`src/pc_harden_pkg.sv`:
```
// Shared widths, increments and register map; all widths are fixed here and are not parameters
package pc_harden_pkg;

  // Program counter width
  localparam int PC_W = 32;

  // Linear step for a full-size instruction
  localparam logic [PC_W-1:0] INSTR_INC = 32'd4;

  // Linear step for a compressed instruction
  localparam logic [PC_W-1:0] INSTR_INC_CMPR = 32'd2;

  // Wishbone word address and data widths
  localparam int WB_ADR_W = 2;
  localparam int WB_DAT_W = 32;

  // Register word addresses
  // Address 3 is unmapped and reads as zero
  localparam logic [WB_ADR_W-1:0] REG_CTRL = 2'd0;
  localparam logic [WB_ADR_W-1:0] REG_STATUS = 2'd1;
  localparam logic [WB_ADR_W-1:0] REG_FAULT_CNT = 2'd2;

  // Saturating fault counter width
  localparam int FAULT_CNT_W = 16;

  // Redirect source presented together with pc_set
  // Only jump, mret and branch targets are double-checked
  typedef enum logic [2:0] {
    PC_BOOT   = 3'd0,
    PC_JUMP   = 3'd1,
    PC_MRET   = 3'd2,
    PC_BRANCH = 3'd3,
    PC_TRAP   = 3'd4
  } pc_mux_e;

endpackage

```
`src/pc_seq_check.sv`:
```
// Checks linear IF PC against the last handed-off ID PC; handoffs with ptr_in_if or a pc_set are not checked
`timescale 1ns/10ps

module pc_seq_check
  import pc_harden_pkg::*;
(
  input  logic            clk_i,
  input  logic            rst_n,
  input  logic            if_valid,
  input  logic            id_ready,
  input  logic [PC_W-1:0] if_pc,
  input  logic            if_instr_cmpr,
  input  logic            dummy_insert,
  input  logic            ptr_in_if,
  input  logic            pc_set,
  input  logic            hardening_en,
  output logic            seq_fault
);

  // ID-stage copy of the previous handoff
  logic [PC_W-1:0] id_pc;
  logic            id_cmpr;
  logic            id_dummy;

  // Control state
  logic            armed;
  logic            redir_seen;

  logic            handoff;
  logic            check_en;
  logic [PC_W-1:0] pc_step;
  logic [PC_W-1:0] pc_expected;

  // IF to ID transfer on this edge
  assign handoff = if_valid && id_ready;

  // A redirect in this cycle also counts
  assign check_en = handoff && armed && !redir_seen && !pc_set && !ptr_in_if;

  // Dummy repeats the same PC, compressed steps by 2
  always_comb begin
    if (id_dummy) begin
      pc_step = '0;
    end else if (id_cmpr) begin
      pc_step = INSTR_INC_CMPR;
    end else begin
      pc_step = INSTR_INC;
    end
  end

  assign pc_expected = id_pc + pc_step;

  // Payload of the handed-off instruction
  always_ff @(posedge clk_i) begin
    if (handoff) begin
      id_pc    <= if_pc;
      id_cmpr  <= if_instr_cmpr;
      id_dummy <= dummy_insert;
    end
  end

  always_ff @(posedge clk_i) begin
    if (!rst_n) begin
      armed      <= 1'b0;
      redir_seen <= 1'b0;
      seq_fault  <= 1'b0;
    end else begin
      // First handoff arms the check
      if (handoff) begin
        armed <= 1'b1;
      end
      // Cleared at each handoff, a redirect in the handoff cycle still sticks
      if (handoff) begin
        redir_seen <= pc_set;
      end else if (pc_set) begin
        redir_seen <= 1'b1;
      end
      // One-cycle pulse after the offending handoff
      seq_fault <= check_en && hardening_en && (if_pc != pc_expected);
    end
  end

endmodule

```
`src/pc_target_check.sv`:
```
// Compares jump, mret and branch targets over two presentations; trap and boot redirects are ignored
`timescale 1ns/10ps

module pc_target_check
  import pc_harden_pkg::*;
(
  input  logic            clk_i,
  input  logic            rst_n,
  input  logic            pc_set,
  input  pc_mux_e         pc_mux,
  input  logic            jump_in_id,
  input  logic            kill_id,
  input  logic            halt_id,
  input  logic            branch_in_ex,
  input  logic            kill_ex,
  input  logic            halt_ex,
  input  logic [PC_W-1:0] jump_target,
  input  logic [PC_W-1:0] mepc,
  input  logic [PC_W-1:0] branch_target,
  input  logic            branch_decision,
  input  logic            hardening_en,
  input  logic            dataindtiming_en,
  output logic            tgt_fault
);

  // Captured first presentation
  logic [PC_W-1:0] cap_target;
  logic            cap_decision;
  pc_mux_e         cap_src;
  logic            cap_valid;

  logic            id_live;
  logic            ex_live;
  logic            first_cycle;
  logic [PC_W-1:0] sel_target;
  logic [PC_W-1:0] live_target;
  logic            stage_live;
  logic            mismatch;

  // Stage still owns an instruction that is neither killed nor halted
  assign id_live = jump_in_id && !kill_id && !halt_id;
  assign ex_live = branch_in_ex && !kill_ex && !halt_ex;

  // Target chosen by the core for the first presentation
  always_comb begin
    sel_target  = '0;
    first_cycle = 1'b0;
    case (pc_mux)
      PC_JUMP: begin
        sel_target  = jump_target;
        first_cycle = pc_set && id_live;
      end
      PC_MRET: begin
        sel_target  = mepc;
        first_cycle = pc_set && id_live;
      end
      PC_BRANCH: begin
        sel_target  = branch_target;
        first_cycle = pc_set && ex_live;
      end
      default: begin
        sel_target  = '0;
        first_cycle = 1'b0;
      end
    endcase
  end

  // Live value and stage ownership for the captured source
  always_comb begin
    case (cap_src)
      PC_MRET: begin
        live_target = mepc;
        stage_live  = id_live;
      end
      PC_BRANCH: begin
        live_target = branch_target;
        stage_live  = ex_live;
      end
      default: begin
        live_target = jump_target;
        stage_live  = id_live;
      end
    endcase
  end

  // Decision is only compared when timing is data dependent
  assign mismatch = (live_target != cap_target) ||
                    ((cap_src == PC_BRANCH) && !dataindtiming_en &&
                     (branch_decision != cap_decision));

  always_ff @(posedge clk_i) begin
    if (first_cycle) begin
      cap_target   <= sel_target;
      cap_decision <= branch_decision;
      cap_src      <= pc_mux;
    end
  end

  always_ff @(posedge clk_i) begin
    if (!rst_n) begin
      cap_valid <= 1'b0;
      tgt_fault <= 1'b0;
    end else begin
      // Capture lives for exactly one following cycle
      cap_valid <= first_cycle;
      // Kill or halt in the second cycle drops the check
      tgt_fault <= cap_valid && stage_live && hardening_en && mismatch;
    end
  end

endmodule

```
`src/pc_alert_csr.sv`:
```
// Wishbone classic slave with one-cycle ack; master must drop stb after ack, FAULT_CNT is read-only
`timescale 1ns/10ps

module pc_alert_csr
  import pc_harden_pkg::*;
(
  input  logic                clk_i,
  input  logic                rst_n,
  input  logic                wb_cyc,
  input  logic                wb_stb,
  input  logic                wb_we,
  input  logic [WB_ADR_W-1:0] wb_adr,
  input  logic [WB_DAT_W-1:0] wb_dat_w,
  input  logic                seq_fault,
  input  logic                tgt_fault,
  output logic [WB_DAT_W-1:0] wb_dat_r,
  output logic                wb_ack,
  output logic                hardening_en,
  output logic                dataindtiming_en,
  output logic                alert_major
);

  logic [1:0]             status;
  logic [FAULT_CNT_W-1:0] fault_cnt;

  logic                   access;
  logic                   wr_ctrl;
  logic                   wr_status;
  logic [1:0]             status_clr;
  logic [1:0]             status_set;
  logic                   any_fault;
  logic [WB_DAT_W-1:0]    rd_data;

  // New access only while ack is low
  assign access = wb_cyc && wb_stb && !wb_ack;

  assign wr_ctrl   = access && wb_we && (wb_adr == REG_CTRL);
  assign wr_status = access && wb_we && (wb_adr == REG_STATUS);

  // Write-1-to-clear mask
  assign status_clr = wr_status ? wb_dat_w[1:0] : 2'b00;
  assign status_set = {tgt_fault, seq_fault};

  // Both pulses in one cycle count once
  assign any_fault = seq_fault || tgt_fault;

  // Major alert follows the pulses directly
  assign alert_major = any_fault;

  // Read mux
  always_comb begin
    case (wb_adr)
      REG_CTRL:      rd_data = {{(WB_DAT_W-2){1'b0}}, dataindtiming_en, hardening_en};
      REG_STATUS:    rd_data = {{(WB_DAT_W-2){1'b0}}, status};
      REG_FAULT_CNT: rd_data = {{(WB_DAT_W-FAULT_CNT_W){1'b0}}, fault_cnt};
      default:       rd_data = '0;
    endcase
  end

  // Bus handshake
  always_ff @(posedge clk_i) begin
    if (!rst_n) begin
      wb_ack <= 1'b0;
    end else begin
      wb_ack <= access;
    end
  end

  // Read data sampled with the access, held while ack is high
  always_ff @(posedge clk_i) begin
    if (access && !wb_we) begin
      wb_dat_r <= rd_data;
    end
  end

  // Enable bits, hardening on by default
  always_ff @(posedge clk_i) begin
    if (!rst_n) begin
      hardening_en     <= 1'b1;
      dataindtiming_en <= 1'b0;
    end else if (wr_ctrl) begin
      hardening_en     <= wb_dat_w[0];
      dataindtiming_en <= wb_dat_w[1];
    end
  end

  // Sticky status, a fault set beats a clear in the same cycle
  always_ff @(posedge clk_i) begin
    if (!rst_n) begin
      status <= 2'b00;
    end else begin
      status <= (status & ~status_clr) | status_set;
    end
  end

  // Saturating fault counter
  always_ff @(posedge clk_i) begin
    if (!rst_n) begin
      fault_cnt <= '0;
    end else if (any_fault && (fault_cnt != {FAULT_CNT_W{1'b1}})) begin
      fault_cnt <= fault_cnt + 1'b1;
    end
  end

endmodule

```
`src/pc_harden_top.sv`:
```
// PC hardening monitor top; the core is external and the monitor never stalls it
`timescale 1ns/10ps

module pc_harden_top
  import pc_harden_pkg::*;
(
  input  logic                clk_i,
  input  logic                rst_n,
  // IF to ID handoff
  input  logic                if_valid,
  input  logic                id_ready,
  input  logic [PC_W-1:0]     if_pc,
  input  logic                if_instr_cmpr,
  input  logic                dummy_insert,
  input  logic                ptr_in_if,
  // Redirect control
  input  logic                pc_set,
  input  pc_mux_e             pc_mux,
  input  logic                jump_in_id,
  input  logic                kill_id,
  input  logic                halt_id,
  input  logic                branch_in_ex,
  input  logic                kill_ex,
  input  logic                halt_ex,
  input  logic [PC_W-1:0]     jump_target,
  input  logic [PC_W-1:0]     mepc,
  input  logic [PC_W-1:0]     branch_target,
  input  logic                branch_decision,
  // Wishbone slave
  input  logic                wb_cyc,
  input  logic                wb_stb,
  input  logic                wb_we,
  input  logic [WB_ADR_W-1:0] wb_adr,
  input  logic [WB_DAT_W-1:0] wb_dat_w,
  output logic [WB_DAT_W-1:0] wb_dat_r,
  output logic                wb_ack,
  output logic                alert_major
);

  logic hardening_en;
  logic dataindtiming_en;
  logic seq_fault;
  logic tgt_fault;

  // Linear PC increment check
  pc_seq_check u_seq_check (
    .clk_i         (clk_i),
    .rst_n         (rst_n),
    .if_valid      (if_valid),
    .id_ready      (id_ready),
    .if_pc         (if_pc),
    .if_instr_cmpr (if_instr_cmpr),
    .dummy_insert  (dummy_insert),
    .ptr_in_if     (ptr_in_if),
    .pc_set        (pc_set),
    .hardening_en  (hardening_en),
    .seq_fault     (seq_fault)
  );

  // Redirect target double check
  pc_target_check u_target_check (
    .clk_i            (clk_i),
    .rst_n            (rst_n),
    .pc_set           (pc_set),
    .pc_mux           (pc_mux),
    .jump_in_id       (jump_in_id),
    .kill_id          (kill_id),
    .halt_id          (halt_id),
    .branch_in_ex     (branch_in_ex),
    .kill_ex          (kill_ex),
    .halt_ex          (halt_ex),
    .jump_target      (jump_target),
    .mepc             (mepc),
    .branch_target    (branch_target),
    .branch_decision  (branch_decision),
    .hardening_en     (hardening_en),
    .dataindtiming_en (dataindtiming_en),
    .tgt_fault        (tgt_fault)
  );

  // Enables, status and alert
  pc_alert_csr u_alert_csr (
    .clk_i            (clk_i),
    .rst_n            (rst_n),
    .wb_cyc           (wb_cyc),
    .wb_stb           (wb_stb),
    .wb_we            (wb_we),
    .wb_adr           (wb_adr),
    .wb_dat_w         (wb_dat_w),
    .seq_fault        (seq_fault),
    .tgt_fault        (tgt_fault),
    .wb_dat_r         (wb_dat_r),
    .wb_ack           (wb_ack),
    .hardening_en     (hardening_en),
    .dataindtiming_en (dataindtiming_en),
    .alert_major      (alert_major)
  );

endmodule

```
`config.mk`:
```
export PLATFORM = sky130hd
export DESIGN_NAME = pc_harden_top
export DESIGN_NICKNAME = d
export VERILOG_FILES = /design/src/pc_harden_pkg.sv /design/src/pc_seq_check.sv /design/src/pc_target_check.sv /design/src/pc_alert_csr.sv /design/src/pc_harden_top.sv
export SDC_FILE = /design/constraint.sdc
export NUM_CORES = 1
export LEC_CHECK = 0
export ABC_AREA = 1
export BUFFER_PORTS_ARGS = -buffer_cell sky130_fd_sc_hd__buf_2
export CAP_MARGIN = 20
export CORE_MARGIN = 2
export CORE_UTILIZATION = 30
export CTS_CLUSTER_SIZE = 16
export DETAILED_ROUTE_END_ITERATION = 7
export PLACE_DENSITY = 0.55
export SETUP_SLACK_MARGIN = 0.1
export SLEW_MARGIN = 20
export SYNTH_ARGS = -nofsm -noshare
export SYNTH_HDL_FRONTEND = slang
export SYNTH_SLANG_ARGS = --single-unit
```
`constraint.sdc`:
```
create_clock -name clk_i -period 3.7 [get_ports clk_i]
set_clock_uncertainty 0.05 [all_clocks]
set_input_delay 0.37 -clock clk_i [delete_from_list [all_inputs] [get_ports clk_i]]
set_output_delay 0.37 -clock clk_i [all_outputs]
set_load 0.02 [all_outputs]
```
==> results_tabular.tex <==
\begin{tabular}{lr}
\hline
Metric & Value \\
\hline
\multicolumn{2}{l}{\textbf{Critical path}} \\
\quad Top fanout value on the critical path & 7 \\
\quad Top delay family on crit path & simple AND/OR/NAND/NOR gates \\
\quad Most Frequent Cell on Critical Path & nor2\_1 \\
\quad Data required time of the worst path & just under 4 ns \\
\quad Critical path data arrival time & 2.67 ns \\
\quad Crit path largest cell delay & 0.43 ns \\
\quad Critical path buffer and inverter count & 1 \\
\quad R2r setup slk & around 1.2 ns \\
\quad Critical Path, Cell by Cell & inv\_1, nor2\_1, ha\_1, fa\_1, nand2\_1, nor2\_4, nand3\_1, nor2\_1, nor2\_1, nand2\_1, nor2\_1, nand3\_1, nor2\_1, nand3\_1, nor2\_1, nor2\_1 \\
\quad Critical register-to-register path startpoint & u\_seq\_check.id\_cmpr\$\_DFFE\_PP\_ \\
\quad Critical Path Slowest Stage Cell & fa\_1 \\
\quad Number of cells traversed by the worst register-to-register path & 16 \\
\quad Category of the worst setup path launch point & flip-flop \\
\quad Element type at the critical path end & flip-flop \\
\quad Terminus of the critical flop-to-flop path & u\_seq\_check.seq\_fault\$\_SDFF\_PN0\_ \\
\quad Critical path class & flip-flop to flip-flop \\
\multicolumn{2}{l}{\textbf{Synth}} \\
\quad Most repeated cell in the gate-level netlist after synthesis & nand2\_1 \\
\quad Largest family of logic cells by synthesized area & simple AND/OR/NAND/NOR gates \\
\quad Share of Yosys cell area claimed by the top area cell type & about 36\% \\
\quad Most instantiated cells after synthesis & 354 x nand2\_1, 105 x inv\_1, 102 x nor2\_1, 86 x edfxtp\_1, 82 x nand3\_1 \\
\quad Parity-gate share of the synthesized area counting xor and xnor cells & about 4.8\% \\
\quad Most area-consuming cells after synthesis & edfxtp\_1 36\%, nand2\_1 19\%, dfxtp\_1 7.3\% \\
\quad Share of synthesized flip-flops with an asynchronous set or reset & 0\% \\
\quad Post-Synth Adder-Cell Area & less than 1\% \\
\quad Post-synth EDFFs & 86 \\
\quad Post-synthesis mux area share & less than 1\% \\
\quad Sequential area share after synthesis & 43.2\% \\
\quad Count of warnings emitted by yosys & 0 \\
\quad Primary FF master, synth & edfxtp\_1 \\
\quad Fraction of the mapped netlist area in compound gates & approximately 6.7\% \\
\quad Number of flip-flops and latches in the synthesized netlist & $\sim$110 \\
\quad Distinct cell type count of the synthesized netlist & 38 \\
\quad Synthesized cell area & around 7200 sq um \\
\quad Gate Count Post-Synth & approximately 980 \\
\quad Basic-gate share of the synthesized area counting and, or, nand and nor cells & 35.7\% \\
\quad Top cell type by total area after synthesis & edfxtp\_1 \\
\quad Syn Area/Cell & 7.30 sq um \\
\multicolumn{2}{l}{\textbf{Placement}} \\
\quad Placed wire-length estimate & about 15000 um \\
\quad Port buffer count & 170 \\
\quad Weighted congestion at the end of routability-driven global placement & roughly 0.84 \\
\multicolumn{2}{l}{\textbf{GRT}} \\
\quad Residual overflow from global routing & 0 \\
\quad Antenna violations before repair & 3 \\
\quad Largest net degree at the start of global routing & 37 \\
\quad Vias in the first global route & between 6000 and 7000 \\
\quad Global-route wire length before repair & around 32000 um \\
\quad Total global routing track utilization & 16.2\% \\
\multicolumn{2}{l}{\textbf{Clock tree}} \\
\quad Clk buf depth & 2 \\
\quad Post-CTS setup buffers & 0 \\
\quad Clock Sink Count & 112 \\
\quad TritonCTS buffer count & 9 \\
\quad Worst-path clk slew & about 0.090 ns \\
\quad Clk root buf & clkbuf\_16 \\
\quad TritonCTS clock tree & done \\
\quad Insertion delay to the later sink of the worst-skew pair & 0.36 ns \\
\quad Post\_cts resized & 0 \\
\quad Hold buffer count at CTS & 0 \\
\quad CTS HTree Levels & 3 \\
\multicolumn{2}{l}{\textbf{Status}} \\
\quad Run status & finished, final reports clean \\
\multicolumn{2}{l}{\textbf{Timing}} \\
\quad FMAX & 0.406 GHz \\
\quad Final setup violation count & 0 \\
\quad Total negative slack for setup checks & 0 ns \\
\quad Unrepaired setup endpoints after global routing & no \\
\quad Post-route fraction of the period consumed by the critical path & about 67\% \\
\quad Transition time at the pin with the least slew margin & just over 0.8 ns \\
\quad Hold Violations, Final & 0 \\
\quad Headroom to the max-slew limit & approximately 46\% \\
\quad Slew Limit Fails & 0 \\
\quad Final Critical Period & between 2 and 2.5 ns \\
\multicolumn{2}{l}{\textbf{Worst hold path}} \\
\quad Worst hold endpoint & u\_seq\_check.id\_dummy\$\_DFFE\_PP\_ \\
\quad Hold depth & 1 \\
\quad HP Start & dummy\_insert \\
\quad Path category of the worst min-delay check & input port to flip-flop \\
\multicolumn{2}{l}{\textbf{Floorplanning}} \\
\quad Vertical die dimension & between 150 and 200 um \\
\quad Placeable core region & $\sim$23000 sq um \\
\quad Effective utilization at floorplan & a little under a third \\
\quad Total die area & 25200 sq um \\
\quad IO Pins & approximately 220 \\
\quad Placement Rows & between 50 and 60 \\
\quad Floorplan die width & roughly 160 um \\
\multicolumn{2}{l}{\textbf{Routing}} \\
\quad Total detailed-routing wirelength & roughly 20000 um \\
\quad Vias post-DR & between 6000 and 7000 \\
\quad Routed WL per cell & between 10 and 15 um \\
\quad Via count normalized by instance count & 4.54 \\
\quad Post-route DRC & 0 \\
\quad DRT iter0 DRCs & between 300 and 400 \\
\quad Pre-antenna DRT Iters & 5 \\
\quad Antenna Nets Post-Route & 0 \\
\multicolumn{2}{l}{\textbf{Power and ir drop}} \\
\quad Final Total Pwr & approximately 2.9 mW \\
\quad Cell leakage power & around 3.8 nW \\
\quad Worst supply voltage drop on vdd & between 150 and 200 uV \\
\quad PD cells & 331 nW/um\^{}2 \\
\multicolumn{2}{l}{\textbf{Finish}} \\
\quad Share of post-route cells with drive strength above 1 & a little under a fifth \\
\quad Fill cell instance count of the final layout & approximately 2500 \\
\quad Flip-flop and latch area & between 3000 and 4000 sq um \\
\quad Relative area change from synthesis to final layout & 20.9\% \\
\quad Net total in the final layout & $\sim$1300 \\
\quad Total area of multi-input combinational cells & 3540 sq um \\
\multicolumn{2}{l}{\textbf{Job}} \\
\quad Number of max-capacitance violations reported & 0 \\
\hline
\end{tabular}
[registers in the layout, indices dropped and copies added, names as in the netlist, 2 cells and up]
register / count
u_seq_check.id_pc: 32
u_target_check.cap_target: 32
u_alert_csr.fault_cnt: 16
u_alert_csr.wb_dat_r: 16
u_target_check.cap_src: 3
u_alert_csr.status: 2
[stage by stage]
| stage | worst slack (ns) | area [sq um] | utilization, % | cells | hold slack (ns) |
|---|---|---|---|---|---|
| after floorplan | 0.483 | 7230 | - | 998 | 0.380 |
| after global placement | 1.22 | 8360 | 35.6 | 1460 | 0.402 |
| after detailed placement | 1.18 | 8360 | 35.6 | 1460 | 0.403 |
| after CTS | 1.16 | 8670 | 37.0 | 1476 | 0.107 |
| after global routing | 0.914 | 8680 | 37.0 | 1477 | 0.112 |
| final | 1.24 | 8680 | 37.0 | 1478 | 0.127 |
[cell usage in the layout (no fill, tap or decap), types with 2 or more instances in the layout]
master     count
a21oi_1       21
a22oi_1       22
buf_2        170
buf_4          9
clkbuf_16      9
clkinv_4       2
clkinv_8       2
conb_1        16
dfxtp_1       26
diode_2        2
edfxtp_1      86
ha_1           3
inv_1        105
nand2_1      354
nand2_2        4
nand3_1       82
nand3_2        2
nand3b_1       3
nand4_1       26
nor2_1       101
nor2_2         5
nor2_4         6
nor3_1        11
nor3_2         3
o211ai_1       3
o21ai_0       25
o21ai_1        2
o21bai_1       4
or3b_2         2
xnor2_1       16
xor2_1        23
[area by class of cell]
type,instances,area share (%)
clock buffers,9,2.60
multi-input cells,743,40.8
flip-flops and latches,112,35.8
repair buffers,179,10.6
diodes,2,0.0577
clock inverters,7,0.995
well taps,319,4.60
inverters,107,4.63
[how the worst max path moves through the flow]
stage                              startpoint                               endpoint  slack, ns  cells past startpoint
2_1_floorplan                       pc_mux[1]  u_target_check.cap_decision$_DFFE_PP_       0.48                      4
3_3_place_gp   u_seq_check.id_dummy$_DFFE_PP_       u_seq_check.seq_fault$_SDFF_PN0_       1.22                     16
3_5_place_dp    u_seq_check.id_cmpr$_DFFE_PP_       u_seq_check.seq_fault$_SDFF_PN0_       1.18                     16
4_1_cts         u_seq_check.id_cmpr$_DFFE_PP_       u_seq_check.seq_fault$_SDFF_PN0_       1.16                     16
5_1_grt         u_seq_check.id_cmpr$_DFFE_PP_       u_seq_check.seq_fault$_SDFF_PN0_       0.91                     15
6_report        u_seq_check.id_cmpr$_DFFE_PP_       u_seq_check.seq_fault$_SDFF_PN0_       1.24                     16
[power by group]
part           switching [mW]  internal [mW]
registers              0.0292           1.40
clock network           0.546          0.489
logic                   0.249          0.166
total                   0.824           2.05
[routing by layer]
layer  GRT usage (%)  vias to the layer above  share of wire, %
met5               0                        -             0.065
met4            3.86                        2               1.1
met3            4.79                       19               7.4
met2            28.5                      182                47
met1            19.3                     2995                44
li1                -                     3512                 -
[cell families after synthesis]
| family | Yosys count |
|---|---|
| and+or+nand+nor | 603 |
| buffers and inverters | 143 |
| DFF | 112 |
| AOI/OAI and AO/OA | 80 |
| xor gates and xnor gates | 39 |
| adders and majority gates | 4 |
| other | 1 |
| muxes | 1 |
Power figures use the tool's default switching activity.
